$ cat config.mk
export PLATFORM = sky130hd
export DESIGN_NAME = rv_core
export DESIGN_NICKNAME = d
export VERILOG_FILES = /design/src/rv_core_pkg.sv /design/src/core_sequencer.sv /design/src/execute_unit.sv /design/src/inst_decoder.sv /design/src/load_store_unit.sv /design/src/reg_file.sv /design/src/rv_core.sv
export SDC_FILE = /design/constraint.sdc
export NUM_CORES = 2
export LEC_CHECK = 0
export BUFFER_PORTS_ARGS = -buffer_cell sky130_fd_sc_hd__buf_4
export CORE_ASPECT_RATIO = 0.8
export CORE_UTILIZATION = 40
export DETAILED_ROUTE_END_ITERATION = 10
export SLEW_MARGIN = 30
export SYNTH_ARGS = -nofsm -noshare
export SYNTH_HDL_FRONTEND = slang
export SYNTH_SLANG_ARGS = --single-unit
$ cat constraint.sdc
create_clock -name clk -period 11.7 [get_ports clk]
set_clock_uncertainty 0.05 [all_clocks]
set_input_delay 2.34 -clock clk [delete_from_list [all_inputs] [get_ports clk]]
set_output_delay 2.34 -clock clk [all_outputs]
set_load 0.01 [all_outputs]
$ cat src/rv_core_pkg.sv
/* Shared widths, word types, opcode and ALU operation codes for the RV32I multicycle core.
   Imported by the core units and the testbench. */
package rv_core_pkg;

    localparam int XLEN = 32;

    typedef logic [XLEN-1:0]   word_t;       // address or data word
    typedef logic [4:0]        reg_addr_t;   // x0..x31
    typedef logic [2:0]        funct3_t;
    typedef logic [XLEN/8-1:0] byte_mask_t;  // one enable per byte lane
    typedef logic [3:0]        alu_op_t;

    // alu operation codes
    localparam alu_op_t ALU_ADD  = 4'd0;
    localparam alu_op_t ALU_SUB  = 4'd1;
    localparam alu_op_t ALU_SLL  = 4'd2;
    localparam alu_op_t ALU_SLT  = 4'd3;
    localparam alu_op_t ALU_SLTU = 4'd4;
    localparam alu_op_t ALU_XOR  = 4'd5;
    localparam alu_op_t ALU_SRL  = 4'd6;
    localparam alu_op_t ALU_SRA  = 4'd7;
    localparam alu_op_t ALU_OR   = 4'd8;
    localparam alu_op_t ALU_AND  = 4'd9;

    // major opcodes, inst[6:0]
    localparam logic [6:0] OP_LUI    = 7'b0110111;
    localparam logic [6:0] OP_AUIPC  = 7'b0010111;
    localparam logic [6:0] OP_JAL    = 7'b1101111;
    localparam logic [6:0] OP_JALR   = 7'b1100111;
    localparam logic [6:0] OP_BRANCH = 7'b1100011;
    localparam logic [6:0] OP_LOAD   = 7'b0000011;
    localparam logic [6:0] OP_STORE  = 7'b0100011;
    localparam logic [6:0] OP_IMM    = 7'b0010011;
    localparam logic [6:0] OP_REG    = 7'b0110011;

    // first fetch address out of reset
    localparam word_t RESET_PC = 32'h8000_0000;

endpackage

$ cat src/core_sequencer.sv
/* Instruction sequencer: steps each instruction through fetch, execute, memory and writeback,
   owns the PC and instruction register, and publishes the retire record. */
`timescale 1ns/1ps

module core_sequencer (
    input  logic                   clk,
    input  logic                   reset,
    // instruction memory
    output logic                   imem_req_valid,
    input  logic                   imem_req_ready,
    output rv_core_pkg::word_t     imem_addr,
    input  logic                   imem_resp_valid,
    input  rv_core_pkg::word_t     imem_resp_data,
    // decode and execute results
    input  logic                   mem_access,
    input  logic                   reg_we,
    input  rv_core_pkg::reg_addr_t rd,
    input  logic                   is_load,
    input  rv_core_pkg::word_t     exe_result,
    input  rv_core_pkg::word_t     next_pc,
    output rv_core_pkg::word_t     inst,
    output rv_core_pkg::word_t     pc,
    // load/store unit
    output logic                   mem_start,
    input  logic                   mem_done,
    input  rv_core_pkg::word_t     load_data,
    // register file write
    output logic                   wb_we,
    output rv_core_pkg::reg_addr_t wb_addr,
    output rv_core_pkg::word_t     wb_data,
    // retire record
    output logic                   retire_valid,
    output rv_core_pkg::word_t     retire_pc,
    output rv_core_pkg::reg_addr_t retire_rd,
    output logic                   retire_we,
    output rv_core_pkg::word_t     retire_wdata
);
    import rv_core_pkg::*;

    typedef enum logic [2:0] {
        FETCH,
        WAIT_INST,
        EXECUTE,
        MEMORY,
        WRITEBACK
    } seq_state_t;

    seq_state_t state, next_state;

    always_comb begin
        next_state = state;
        unique case (state)
            FETCH:     if (imem_req_valid && imem_req_ready) next_state = WAIT_INST;
            WAIT_INST: if (imem_resp_valid) next_state = EXECUTE;
            EXECUTE:   next_state = mem_access ? MEMORY : WRITEBACK;
            MEMORY:    if (mem_done) next_state = WRITEBACK;
            WRITEBACK: next_state = FETCH;
            default:   next_state = FETCH;
        endcase
    end

    always_ff @(posedge clk) begin
        if (reset) begin
            state          <= FETCH;
            imem_req_valid <= 1'b0;
            pc             <= RESET_PC;
            inst           <= '0;
        end else begin
            state          <= next_state;
            imem_req_valid <= (next_state == FETCH);  // held until the fetch handshake
            if (state == WAIT_INST && imem_resp_valid)
                inst <= imem_resp_data;
            if (state == WRITEBACK)
                pc <= next_pc;
        end
    end

    // writeback value, ready before WRITEBACK
    always_ff @(posedge clk) begin
        if ((state == EXECUTE && !mem_access) || (state == MEMORY && mem_done))
            wb_data <= is_load ? load_data : exe_result;
    end

    assign imem_addr = pc;
    assign mem_start = (state == EXECUTE) && mem_access;  // one cycle pulse

    assign wb_we   = (state == WRITEBACK) && reg_we;
    assign wb_addr = rd;

    assign retire_valid = (state == WRITEBACK);
    assign retire_pc    = pc;  // pc moves on only after this cycle
    assign retire_rd    = rd;
    assign retire_we    = wb_we;
    assign retire_wdata = wb_data;

endmodule

$ cat src/execute_unit.sv
/* Combinational execute stage: operand select, ALU, branch compare,
   next PC, link value and the load/store address. */
`timescale 1ns/1ps

module execute_unit (
    input  logic [6:0]           opcode,
    input  rv_core_pkg::funct3_t funct3,
    input  rv_core_pkg::alu_op_t alu_op,
    input  rv_core_pkg::word_t   pc,
    input  rv_core_pkg::word_t   imm,
    input  rv_core_pkg::word_t   rs1_data,
    input  rv_core_pkg::word_t   rs2_data,
    output rv_core_pkg::word_t   exe_result,
    output rv_core_pkg::word_t   next_pc,
    output rv_core_pkg::word_t   mem_addr
);
    import rv_core_pkg::*;

    word_t alu_a, alu_b, alu_result, link;
    logic  taken;

    // pc-relative forms take pc on A, lui adds to zero
    always_comb begin
        unique case (opcode)
            OP_AUIPC, OP_JAL, OP_BRANCH: alu_a = pc;
            OP_LUI:                      alu_a = '0;
            default:                     alu_a = rs1_data;
        endcase
    end
    assign alu_b = (opcode == OP_REG) ? rs2_data : imm;

    always_comb begin
        unique case (alu_op)
            ALU_SUB:  alu_result = alu_a - alu_b;
            ALU_SLL:  alu_result = alu_a << alu_b[4:0];
            ALU_SLT:  alu_result = {31'd0, $signed(alu_a) < $signed(alu_b)};
            ALU_SLTU: alu_result = {31'd0, alu_a < alu_b};
            ALU_XOR:  alu_result = alu_a ^ alu_b;
            ALU_SRL:  alu_result = alu_a >> alu_b[4:0];
            ALU_SRA:  alu_result = $unsigned($signed(alu_a) >>> alu_b[4:0]);
            ALU_OR:   alu_result = alu_a | alu_b;
            ALU_AND:  alu_result = alu_a & alu_b;
            default:  alu_result = alu_a + alu_b;
        endcase
    end

    always_comb begin
        unique case (funct3)
            3'b000:  taken = (rs1_data == rs2_data);                  // beq
            3'b001:  taken = (rs1_data != rs2_data);                  // bne
            3'b100:  taken = ($signed(rs1_data) < $signed(rs2_data));  // blt
            3'b101:  taken = ($signed(rs1_data) >= $signed(rs2_data)); // bge
            3'b110:  taken = (rs1_data < rs2_data);                   // bltu
            3'b111:  taken = (rs1_data >= rs2_data);                  // bgeu
            default: taken = 1'b0;
        endcase
    end

    assign link = pc + 32'd4;

    always_comb begin
        if (opcode == OP_JAL || (opcode == OP_BRANCH && taken))
            next_pc = alu_result;
        else if (opcode == OP_JALR)
            next_pc = {alu_result[31:1], 1'b0};
        else
            next_pc = link;
    end

    assign exe_result = (opcode == OP_JAL || opcode == OP_JALR) ? link : alu_result;
    assign mem_addr   = rs1_data + imm;

endmodule

$ cat src/inst_decoder.sv
/* Combinational RV32I decoder: instruction fields, immediate, ALU operation
   and the control flags used by the sequencer and load/store unit. */
`timescale 1ns/1ps

module inst_decoder (
    input  rv_core_pkg::word_t     inst,
    output rv_core_pkg::reg_addr_t rs1,
    output rv_core_pkg::reg_addr_t rs2,
    output rv_core_pkg::reg_addr_t rd,
    output rv_core_pkg::word_t     imm,
    output rv_core_pkg::funct3_t   funct3,
    output rv_core_pkg::alu_op_t   alu_op,
    output logic [6:0]             opcode,
    output logic                   reg_we,
    output logic                   mem_access,
    output logic                   is_load
);
    import rv_core_pkg::*;

    logic writes_rd;

    assign opcode = inst[6:0];
    assign rd     = inst[11:7];
    assign funct3 = inst[14:12];
    assign rs1    = inst[19:15];
    assign rs2    = inst[24:20];

    // immediate format follows the opcode
    always_comb begin
        unique case (opcode)
            OP_IMM, OP_LOAD, OP_JALR:
                imm = {{20{inst[31]}}, inst[31:20]};
            OP_STORE:
                imm = {{20{inst[31]}}, inst[31:25], inst[11:7]};
            OP_BRANCH:
                imm = {{20{inst[31]}}, inst[7], inst[30:25], inst[11:8], 1'b0};
            OP_LUI, OP_AUIPC:
                imm = {inst[31:12], 12'h000};
            OP_JAL:
                imm = {{12{inst[31]}}, inst[19:12], inst[20], inst[30:21], 1'b0};
            default:
                imm = '0;
        endcase
    end

    // everything outside OP_IMM/OP_REG is an add (addresses, targets, upper imm)
    always_comb begin
        alu_op = ALU_ADD;
        if (opcode == OP_IMM || opcode == OP_REG) begin
            unique case (funct3)
                3'b000:  alu_op = (opcode == OP_REG && inst[30]) ? ALU_SUB : ALU_ADD;
                3'b001:  alu_op = ALU_SLL;
                3'b010:  alu_op = ALU_SLT;
                3'b011:  alu_op = ALU_SLTU;
                3'b100:  alu_op = ALU_XOR;
                3'b101:  alu_op = inst[30] ? ALU_SRA : ALU_SRL;
                3'b110:  alu_op = ALU_OR;
                default: alu_op = ALU_AND;
            endcase
        end
    end

    assign writes_rd = (opcode == OP_LUI) || (opcode == OP_AUIPC) || (opcode == OP_JAL)
                    || (opcode == OP_JALR) || (opcode == OP_LOAD) || (opcode == OP_IMM)
                    || (opcode == OP_REG);

    assign reg_we     = writes_rd && (rd != 5'd0);  // x0 writes dropped here
    assign is_load    = (opcode == OP_LOAD);
    assign mem_access = is_load || (opcode == OP_STORE);

endmodule

$ cat src/load_store_unit.sv
/* Data memory port: issues one load or store per mem_start, aligns store data and mask
   to the byte lane, and extracts and extends load data from the response word. */
`timescale 1ns/1ps

module load_store_unit (
    input  logic                    clk,
    input  logic                    reset,
    input  logic                    mem_start,
    input  logic                    is_load,
    input  rv_core_pkg::funct3_t    funct3,
    input  rv_core_pkg::word_t      mem_addr,
    input  rv_core_pkg::word_t      store_data,
    output logic                    dmem_req_valid,
    input  logic                    dmem_req_ready,
    output rv_core_pkg::word_t      dmem_addr,
    output logic                    dmem_we,
    output rv_core_pkg::byte_mask_t dmem_wmask,
    output rv_core_pkg::word_t      dmem_wdata,
    input  logic                    dmem_resp_valid,
    input  rv_core_pkg::word_t      dmem_resp_data,
    output logic                    mem_done,
    output rv_core_pkg::word_t      load_data
);
    import rv_core_pkg::*;

    logic       resp_wait;  // load accepted, response outstanding
    logic       req_fire;
    logic [1:0] offset;
    byte_mask_t base_mask;
    word_t      resp_shifted;

    assign req_fire = dmem_req_valid && dmem_req_ready;

    always_ff @(posedge clk) begin
        if (reset) begin
            dmem_req_valid <= 1'b0;
            resp_wait      <= 1'b0;
        end else begin
            if (mem_start)
                dmem_req_valid <= 1'b1;
            else if (req_fire)
                dmem_req_valid <= 1'b0;
            if (req_fire && is_load)
                resp_wait <= 1'b1;
            else if (dmem_resp_valid)
                resp_wait <= 1'b0;
        end
    end

    // stores finish on the handshake, loads on the response
    assign mem_done = (req_fire && !is_load) || (resp_wait && dmem_resp_valid);

    // request fields hold steady, the core keeps inst and regs fixed in MEMORY
    assign offset    = mem_addr[1:0];
    assign dmem_addr = {mem_addr[31:2], 2'b00};
    assign dmem_we   = !is_load;

    always_comb begin
        unique case (funct3[1:0])
            2'b00:   base_mask = 4'h1;  // sb
            2'b01:   base_mask = 4'h3;  // sh
            default: base_mask = 4'hF;
        endcase
    end
    assign dmem_wmask = base_mask << offset;
    assign dmem_wdata = store_data << {offset, 3'b000};

    assign resp_shifted = dmem_resp_data >> {offset, 3'b000};

    always_comb begin
        unique case (funct3)
            3'b000:  load_data = {{24{resp_shifted[7]}}, resp_shifted[7:0]};    // lb
            3'b001:  load_data = {{16{resp_shifted[15]}}, resp_shifted[15:0]};  // lh
            3'b100:  load_data = {24'd0, resp_shifted[7:0]};                    // lbu
            3'b101:  load_data = {16'd0, resp_shifted[15:0]};                   // lhu
            default: load_data = resp_shifted;
        endcase
    end

endmodule

$ cat src/reg_file.sv
/* General register file, 32 x 32 bits, two asynchronous read ports and one write port.
   x0 always reads as zero. */
`timescale 1ns/1ps

module reg_file (
    input  logic                   clk,
    input  logic                   reset,
    input  rv_core_pkg::reg_addr_t raddr1,
    input  rv_core_pkg::reg_addr_t raddr2,
    output rv_core_pkg::word_t     rdata1,
    output rv_core_pkg::word_t     rdata2,
    input  logic                   we,
    input  rv_core_pkg::reg_addr_t waddr,
    input  rv_core_pkg::word_t     wdata
);
    import rv_core_pkg::*;

    word_t regs [32];

    always_ff @(posedge clk) begin
        if (reset) begin
            for (int i = 0; i < 32; i++)
                regs[i] <= '0;
        end else if (we) begin
            regs[waddr] <= wdata;
        end
    end

    assign rdata1 = (raddr1 == 5'd0) ? '0 : regs[raddr1];
    assign rdata2 = (raddr2 == 5'd0) ? '0 : regs[raddr2];

endmodule

$ cat src/rv_core.sv
/* RV32I multicycle core top level with separate instruction and data memory ports
   and a retire port for checking. */
`timescale 1ns/1ps

module rv_core (
    input  logic                    clk,
    input  logic                    reset,
    output logic                    imem_req_valid,
    input  logic                    imem_req_ready,
    output rv_core_pkg::word_t      imem_addr,
    input  logic                    imem_resp_valid,
    input  rv_core_pkg::word_t      imem_resp_data,
    output logic                    dmem_req_valid,
    input  logic                    dmem_req_ready,
    output rv_core_pkg::word_t      dmem_addr,
    output logic                    dmem_we,
    output rv_core_pkg::byte_mask_t dmem_wmask,
    output rv_core_pkg::word_t      dmem_wdata,
    input  logic                    dmem_resp_valid,
    input  rv_core_pkg::word_t      dmem_resp_data,
    output logic                    retire_valid,
    output rv_core_pkg::word_t      retire_pc,
    output rv_core_pkg::reg_addr_t  retire_rd,
    output logic                    retire_we,
    output rv_core_pkg::word_t      retire_wdata
);
    import rv_core_pkg::*;

    word_t      inst, pc, imm, rs1_data, rs2_data;
    word_t      exe_result, next_pc, mem_addr, load_data, wb_data;
    reg_addr_t  rs1, rs2, rd, wb_addr;
    funct3_t    funct3;
    alu_op_t    alu_op;
    logic [6:0] opcode;
    logic       reg_we, mem_access, is_load;
    logic       mem_start, mem_done, wb_we;

    core_sequencer u_seq (
        .clk(clk), .reset(reset),
        .imem_req_valid(imem_req_valid), .imem_req_ready(imem_req_ready),
        .imem_addr(imem_addr), .imem_resp_valid(imem_resp_valid),
        .imem_resp_data(imem_resp_data),
        .mem_access(mem_access), .reg_we(reg_we), .rd(rd), .is_load(is_load),
        .exe_result(exe_result), .next_pc(next_pc), .inst(inst), .pc(pc),
        .mem_start(mem_start), .mem_done(mem_done), .load_data(load_data),
        .wb_we(wb_we), .wb_addr(wb_addr), .wb_data(wb_data),
        .retire_valid(retire_valid), .retire_pc(retire_pc), .retire_rd(retire_rd),
        .retire_we(retire_we), .retire_wdata(retire_wdata)
    );

    inst_decoder u_dec (
        .inst(inst), .rs1(rs1), .rs2(rs2), .rd(rd), .imm(imm), .funct3(funct3),
        .alu_op(alu_op), .opcode(opcode), .reg_we(reg_we), .mem_access(mem_access),
        .is_load(is_load)
    );

    reg_file u_rf (
        .clk(clk), .reset(reset),
        .raddr1(rs1), .raddr2(rs2), .rdata1(rs1_data), .rdata2(rs2_data),
        .we(wb_we), .waddr(wb_addr), .wdata(wb_data)
    );

    execute_unit u_exe (
        .opcode(opcode), .funct3(funct3), .alu_op(alu_op), .pc(pc), .imm(imm),
        .rs1_data(rs1_data), .rs2_data(rs2_data),
        .exe_result(exe_result), .next_pc(next_pc), .mem_addr(mem_addr)
    );

    load_store_unit u_lsu (
        .clk(clk), .reset(reset),
        .mem_start(mem_start), .is_load(is_load), .funct3(funct3),
        .mem_addr(mem_addr), .store_data(rs2_data),
        .dmem_req_valid(dmem_req_valid), .dmem_req_ready(dmem_req_ready),
        .dmem_addr(dmem_addr), .dmem_we(dmem_we), .dmem_wmask(dmem_wmask),
        .dmem_wdata(dmem_wdata), .dmem_resp_valid(dmem_resp_valid),
        .dmem_resp_data(dmem_resp_data), .mem_done(mem_done), .load_data(load_data)
    );

endmodule

==> reports/qor.csv <==
metric,value,unit
run status,completed,
Yosys warning total,0,
CP Class,reg2out,
number of buffers inserted by port buffering,241,
CTS clock-pin slew for the worst setup and hold paths,0.06,ns
area growth from synthesis to layout,10.96,%
Post-CTS Setup Repair Bufs,0,
#FFs+latches synth,1136,
Floorplan Core Area,182500,sq um
Vert. Die Dim,386.0,microns
clock latency at the later pin of the worst-skew pair,0.79,ns
horizontal die dimension,482.0,microns
Pre-Repair DR Iteration Count,6,
number of filler instances in the final layout,16710,
remaining global-route overflow,0,
Max Fclk,95.55,MHz
GRT Overall Usage,35.69,%
via-per-instance ratio,6.668,
number of distinct library cells after synthesis,110,
row count,140,
TritonCTS clock tree,yes,
remaining number of nets flagged by the antenna check after routing,0,
cell at the root of the clock tree,sky130_fd_sc_hd__clkbuf_16,
most frequent cells in the layout,"sky130_fd_sc_hd__edfxtp_1 (1,056), sky130_fd_sc_hd__and2_1 (1,018), sky130_fd_sc_hd__buf_4 (475)",
RD Place Congestion,1.093,
effective utilization at floorplan,40.39,%
largest fanout on the critical path,56,
count of endpoints failing setup in the final report,0,
power per cell area,120.9,nW/um^2
average cell area after synthesis,11.81,sq um
fraction of layout cells with a size suffix above 1,21.12,%
sequential-to-total area share from yosys stat,45.19,%
arrival time reported for the critical path endpoint,8.08,ns
number of failing hold endpoints at the final stage,0,
Worst EP required,9.31,ns
Overall Power,9887,uW
number of antenna violations at the first check in global routing,39,
final total negative setup slack,0,ns
DRC violation count after routing,0,
depth of the CTS H-tree,3,
Max Buffers Root-to-Sink,3,
leakage power,0.02941,uW
via count of the first global-routing pass,53840,
CP Capture Type,output port,
global-route wire length before repair,457.4,mm
"most common cell after layout, fill and taps aside",sky130_fd_sc_hd__edfxtp_1,
class of the tightest hold or removal check,reg2reg,
io pins,244,
layout net count,6510,
WL/cell,38.46,microns
Resized cells post-CTS,0,
mapped cell area,73720,sq um
fin crit period,10.47,ns
fin cells,8807,
final wirelength,338.7,mm
number of buffers added by the clock tree synthesis step,117,
maxcap violations,0,
Synth Instances,6245,
"Primary FF master, synth",sky130_fd_sc_hd__edfxtp_1,
headroom to the max-slew limit,16.01,%
setup repair after global routing missed its margin,false,
# hold bufs at CTS,0,
max-slew violation total from the final report,0,
Worst Tran Pin Value,1.255,ns
period utilization,89.45,%
core utilization of the finished layout,44.82,%
Die Outline Area,186000,sq um
pin count of the biggest net entering global routing,137,
kind of launch point of the worst setup path,register,
number of DRC markers in iteration 0,10530,
worst voltage drop across the vdd grid,0.0001165,V
number of clock sinks,1136,
vias after detailed routing,58730,
fraction of synthesis flops using an asynchronous set or reset pin,0,%
DP Wirelength,238.5,mm
Post-synth EDFFs,1056,
cell count after placement,8566,
-- per-layer routing --
| metal | track usage (%) | vias up | wire (microns) |
|---|---|---|---|
| met5 | 0.5676 | - | 135 |
| met4 | 11.48 | 18 | 12870 |
| met3 | 13.63 | 637 | 49930 |
| met2 | 48.16 | 4449 | 134900 |
| met1 | 51.83 | 30070 | 140900 |
| li1 | - | 23560 | - |
-- logic make-up after synthesis --
family,share of synthesized area [%]
other,0.005087
AND/OR/NAND/NOR,15.57
adder cells (fa/ha/maj),2.814
buffers and inverters,4.918
multiplexers,19.89
XOR/XNOR,0.9504
flip-flops,45.19
AO/OA/AOI/OAI,10.66
-- synth_stat cells, drive strengths merged (18+ instances only) --
| library cell | count | area share [%] |
|---|---|---|
| o21a | 31 | 0.32 |
| a21o | 63 | 0.64 |
| or2 | 36 | 0.31 |
| and2 | 1018 | 8.6 |
| o21ai | 183 | 1.3 |
| ha | 161 | 2.7 |
| nand4 | 32 | 0.27 |
| o211ai | 31 | 0.32 |
| xnor2 | 49 | 0.58 |
| a21oi | 300 | 2.1 |
| nand2b | 32 | 0.27 |
| mux2 | 28 | 0.43 |
| o21bai | 27 | 0.27 |
| nor2 | 273 | 1.4 |
| a221oi | 28 | 0.38 |
| xor2 | 31 | 0.37 |
| edfxtp | 1056 | 43 |
| dfxtp | 80 | 2.2 |
| a22o | 34 | 0.41 |
| a31oi | 34 | 0.29 |
| buf | 238 | 2.3 |
| inv | 135 | 0.69 |
| clkbuf | 377 | 1.9 |
| mux4 | 466 | 14 |
| mux2i | 380 | 5.2 |
| nor2b | 51 | 0.43 |
| and3 | 41 | 0.35 |
| o22ai | 47 | 0.41 |
| o221ai | 25 | 0.31 |
| nor3 | 53 | 0.40 |
| nand2 | 348 | 1.8 |
| a22oi | 155 | 1.6 |
| a211oi | 53 | 0.57 |
| a211o | 18 | 0.21 |
| nand3 | 104 | 0.72 |
-- cell type report --
| class | instances | area (sq um) | area share, % |
|---|---|---|---|
| Sequential cell | 1136 | 33340 | 40.76 |
| Antenna cell | 20 | 50.05 | 0.06118 |
| Clock buffer | 146 | 3078 | 3.762 |
| Tap cell | 2414 | 3020 | 3.692 |
| Clock inverter | 70 | 576.8 | 0.7051 |
| Inverter | 137 | 516.7 | 0.6317 |
| Timing Repair Buffer | 494 | 3821 | 4.671 |
| Multi-Input combinational cell | 4390 | 37400 | 45.72 |
-- metrics by stage --
stage / hold WS [ns] / setup slack [ns] / instance area (sq um)
2_1_floorplan: 0.3909 / 4.867 / 73850
3_3_place_gp: 0.4076 / 2.179 / 77780
3_5_place_dp: 0.4124 / 2.278 / 77960
4_1_cts: 0.4199 / 1.390 / 81620
5_1_grt: 0.4370 / 0.8325 / 81770
6_report: 0.4193 / 1.234 / 81810
-- where the power goes --
part | switching [uW] | internal (uW)
Sequential | 92.7 | 4560
Combinational | 1020 | 506
Clock | 1720 | 1980
-- final timing paths --
kind                              start                               end  slack (ns)  depth (start not counted)
max reg2reg                    register  u_seq.imem_addr[24]$_SDFFE_PP0P_        2.40                         22
min reg2reg  u_seq.inst[0]$_SDFFE_PP0P_        u_seq.inst[0]$_SDFFE_PP0P_        0.42                          2
min          u_seq.inst[0]$_SDFFE_PP0P_        u_seq.inst[0]$_SDFFE_PP0P_        0.42                          2
max                            register                     dmem_addr[26]        1.23                         21
-- registers in the layout (all words and copies together), names as in the netlist, named ones only --
signal / count
u_rf.regs: 1024
u_seq.imem_addr: 32
u_seq.inst: 32
u_seq.retire_wdata: 32
u_seq.state: 3
u_lsu.dmem_req_valid: 1
u_lsu.resp_wait: 1
u_seq.imem_req_valid: 1
-- worst max-delay path, cell delays in order, from the launching register on --
cell and delay (ns):
sky130_fd_sc_hd__dfxtp_4 0.78, sky130_fd_sc_hd__buf_4 0.82, sky130_fd_sc_hd__nand3b_1 0.62, sky130_fd_sc_hd__o22ai_1 0.45
sky130_fd_sc_hd__nor4_2 0.14, sky130_fd_sc_hd__buf_4 0.20, sky130_fd_sc_hd__nor2b_1 0.15, sky130_fd_sc_hd__ha_1 0.36
sky130_fd_sc_hd__nor2b_1 0.14, sky130_fd_sc_hd__o21ai_0 0.12, sky130_fd_sc_hd__a21boi_0 0.27, sky130_fd_sc_hd__o21a_1 0.17
sky130_fd_sc_hd__o21ai_0 0.20, sky130_fd_sc_hd__a211oi_1 0.81, sky130_fd_sc_hd__o21ai_0 0.36, sky130_fd_sc_hd__a31oi_1 0.40
sky130_fd_sc_hd__nand4_1 0.17, sky130_fd_sc_hd__nand2_1 0.12, sky130_fd_sc_hd__o21a_1 0.11, sky130_fd_sc_hd__nor2_1 0.05
sky130_fd_sc_hd__xnor2_1 0.62, sky130_fd_sc_hd__buf_4 0.25
Power figures use the tool's default switching activity.
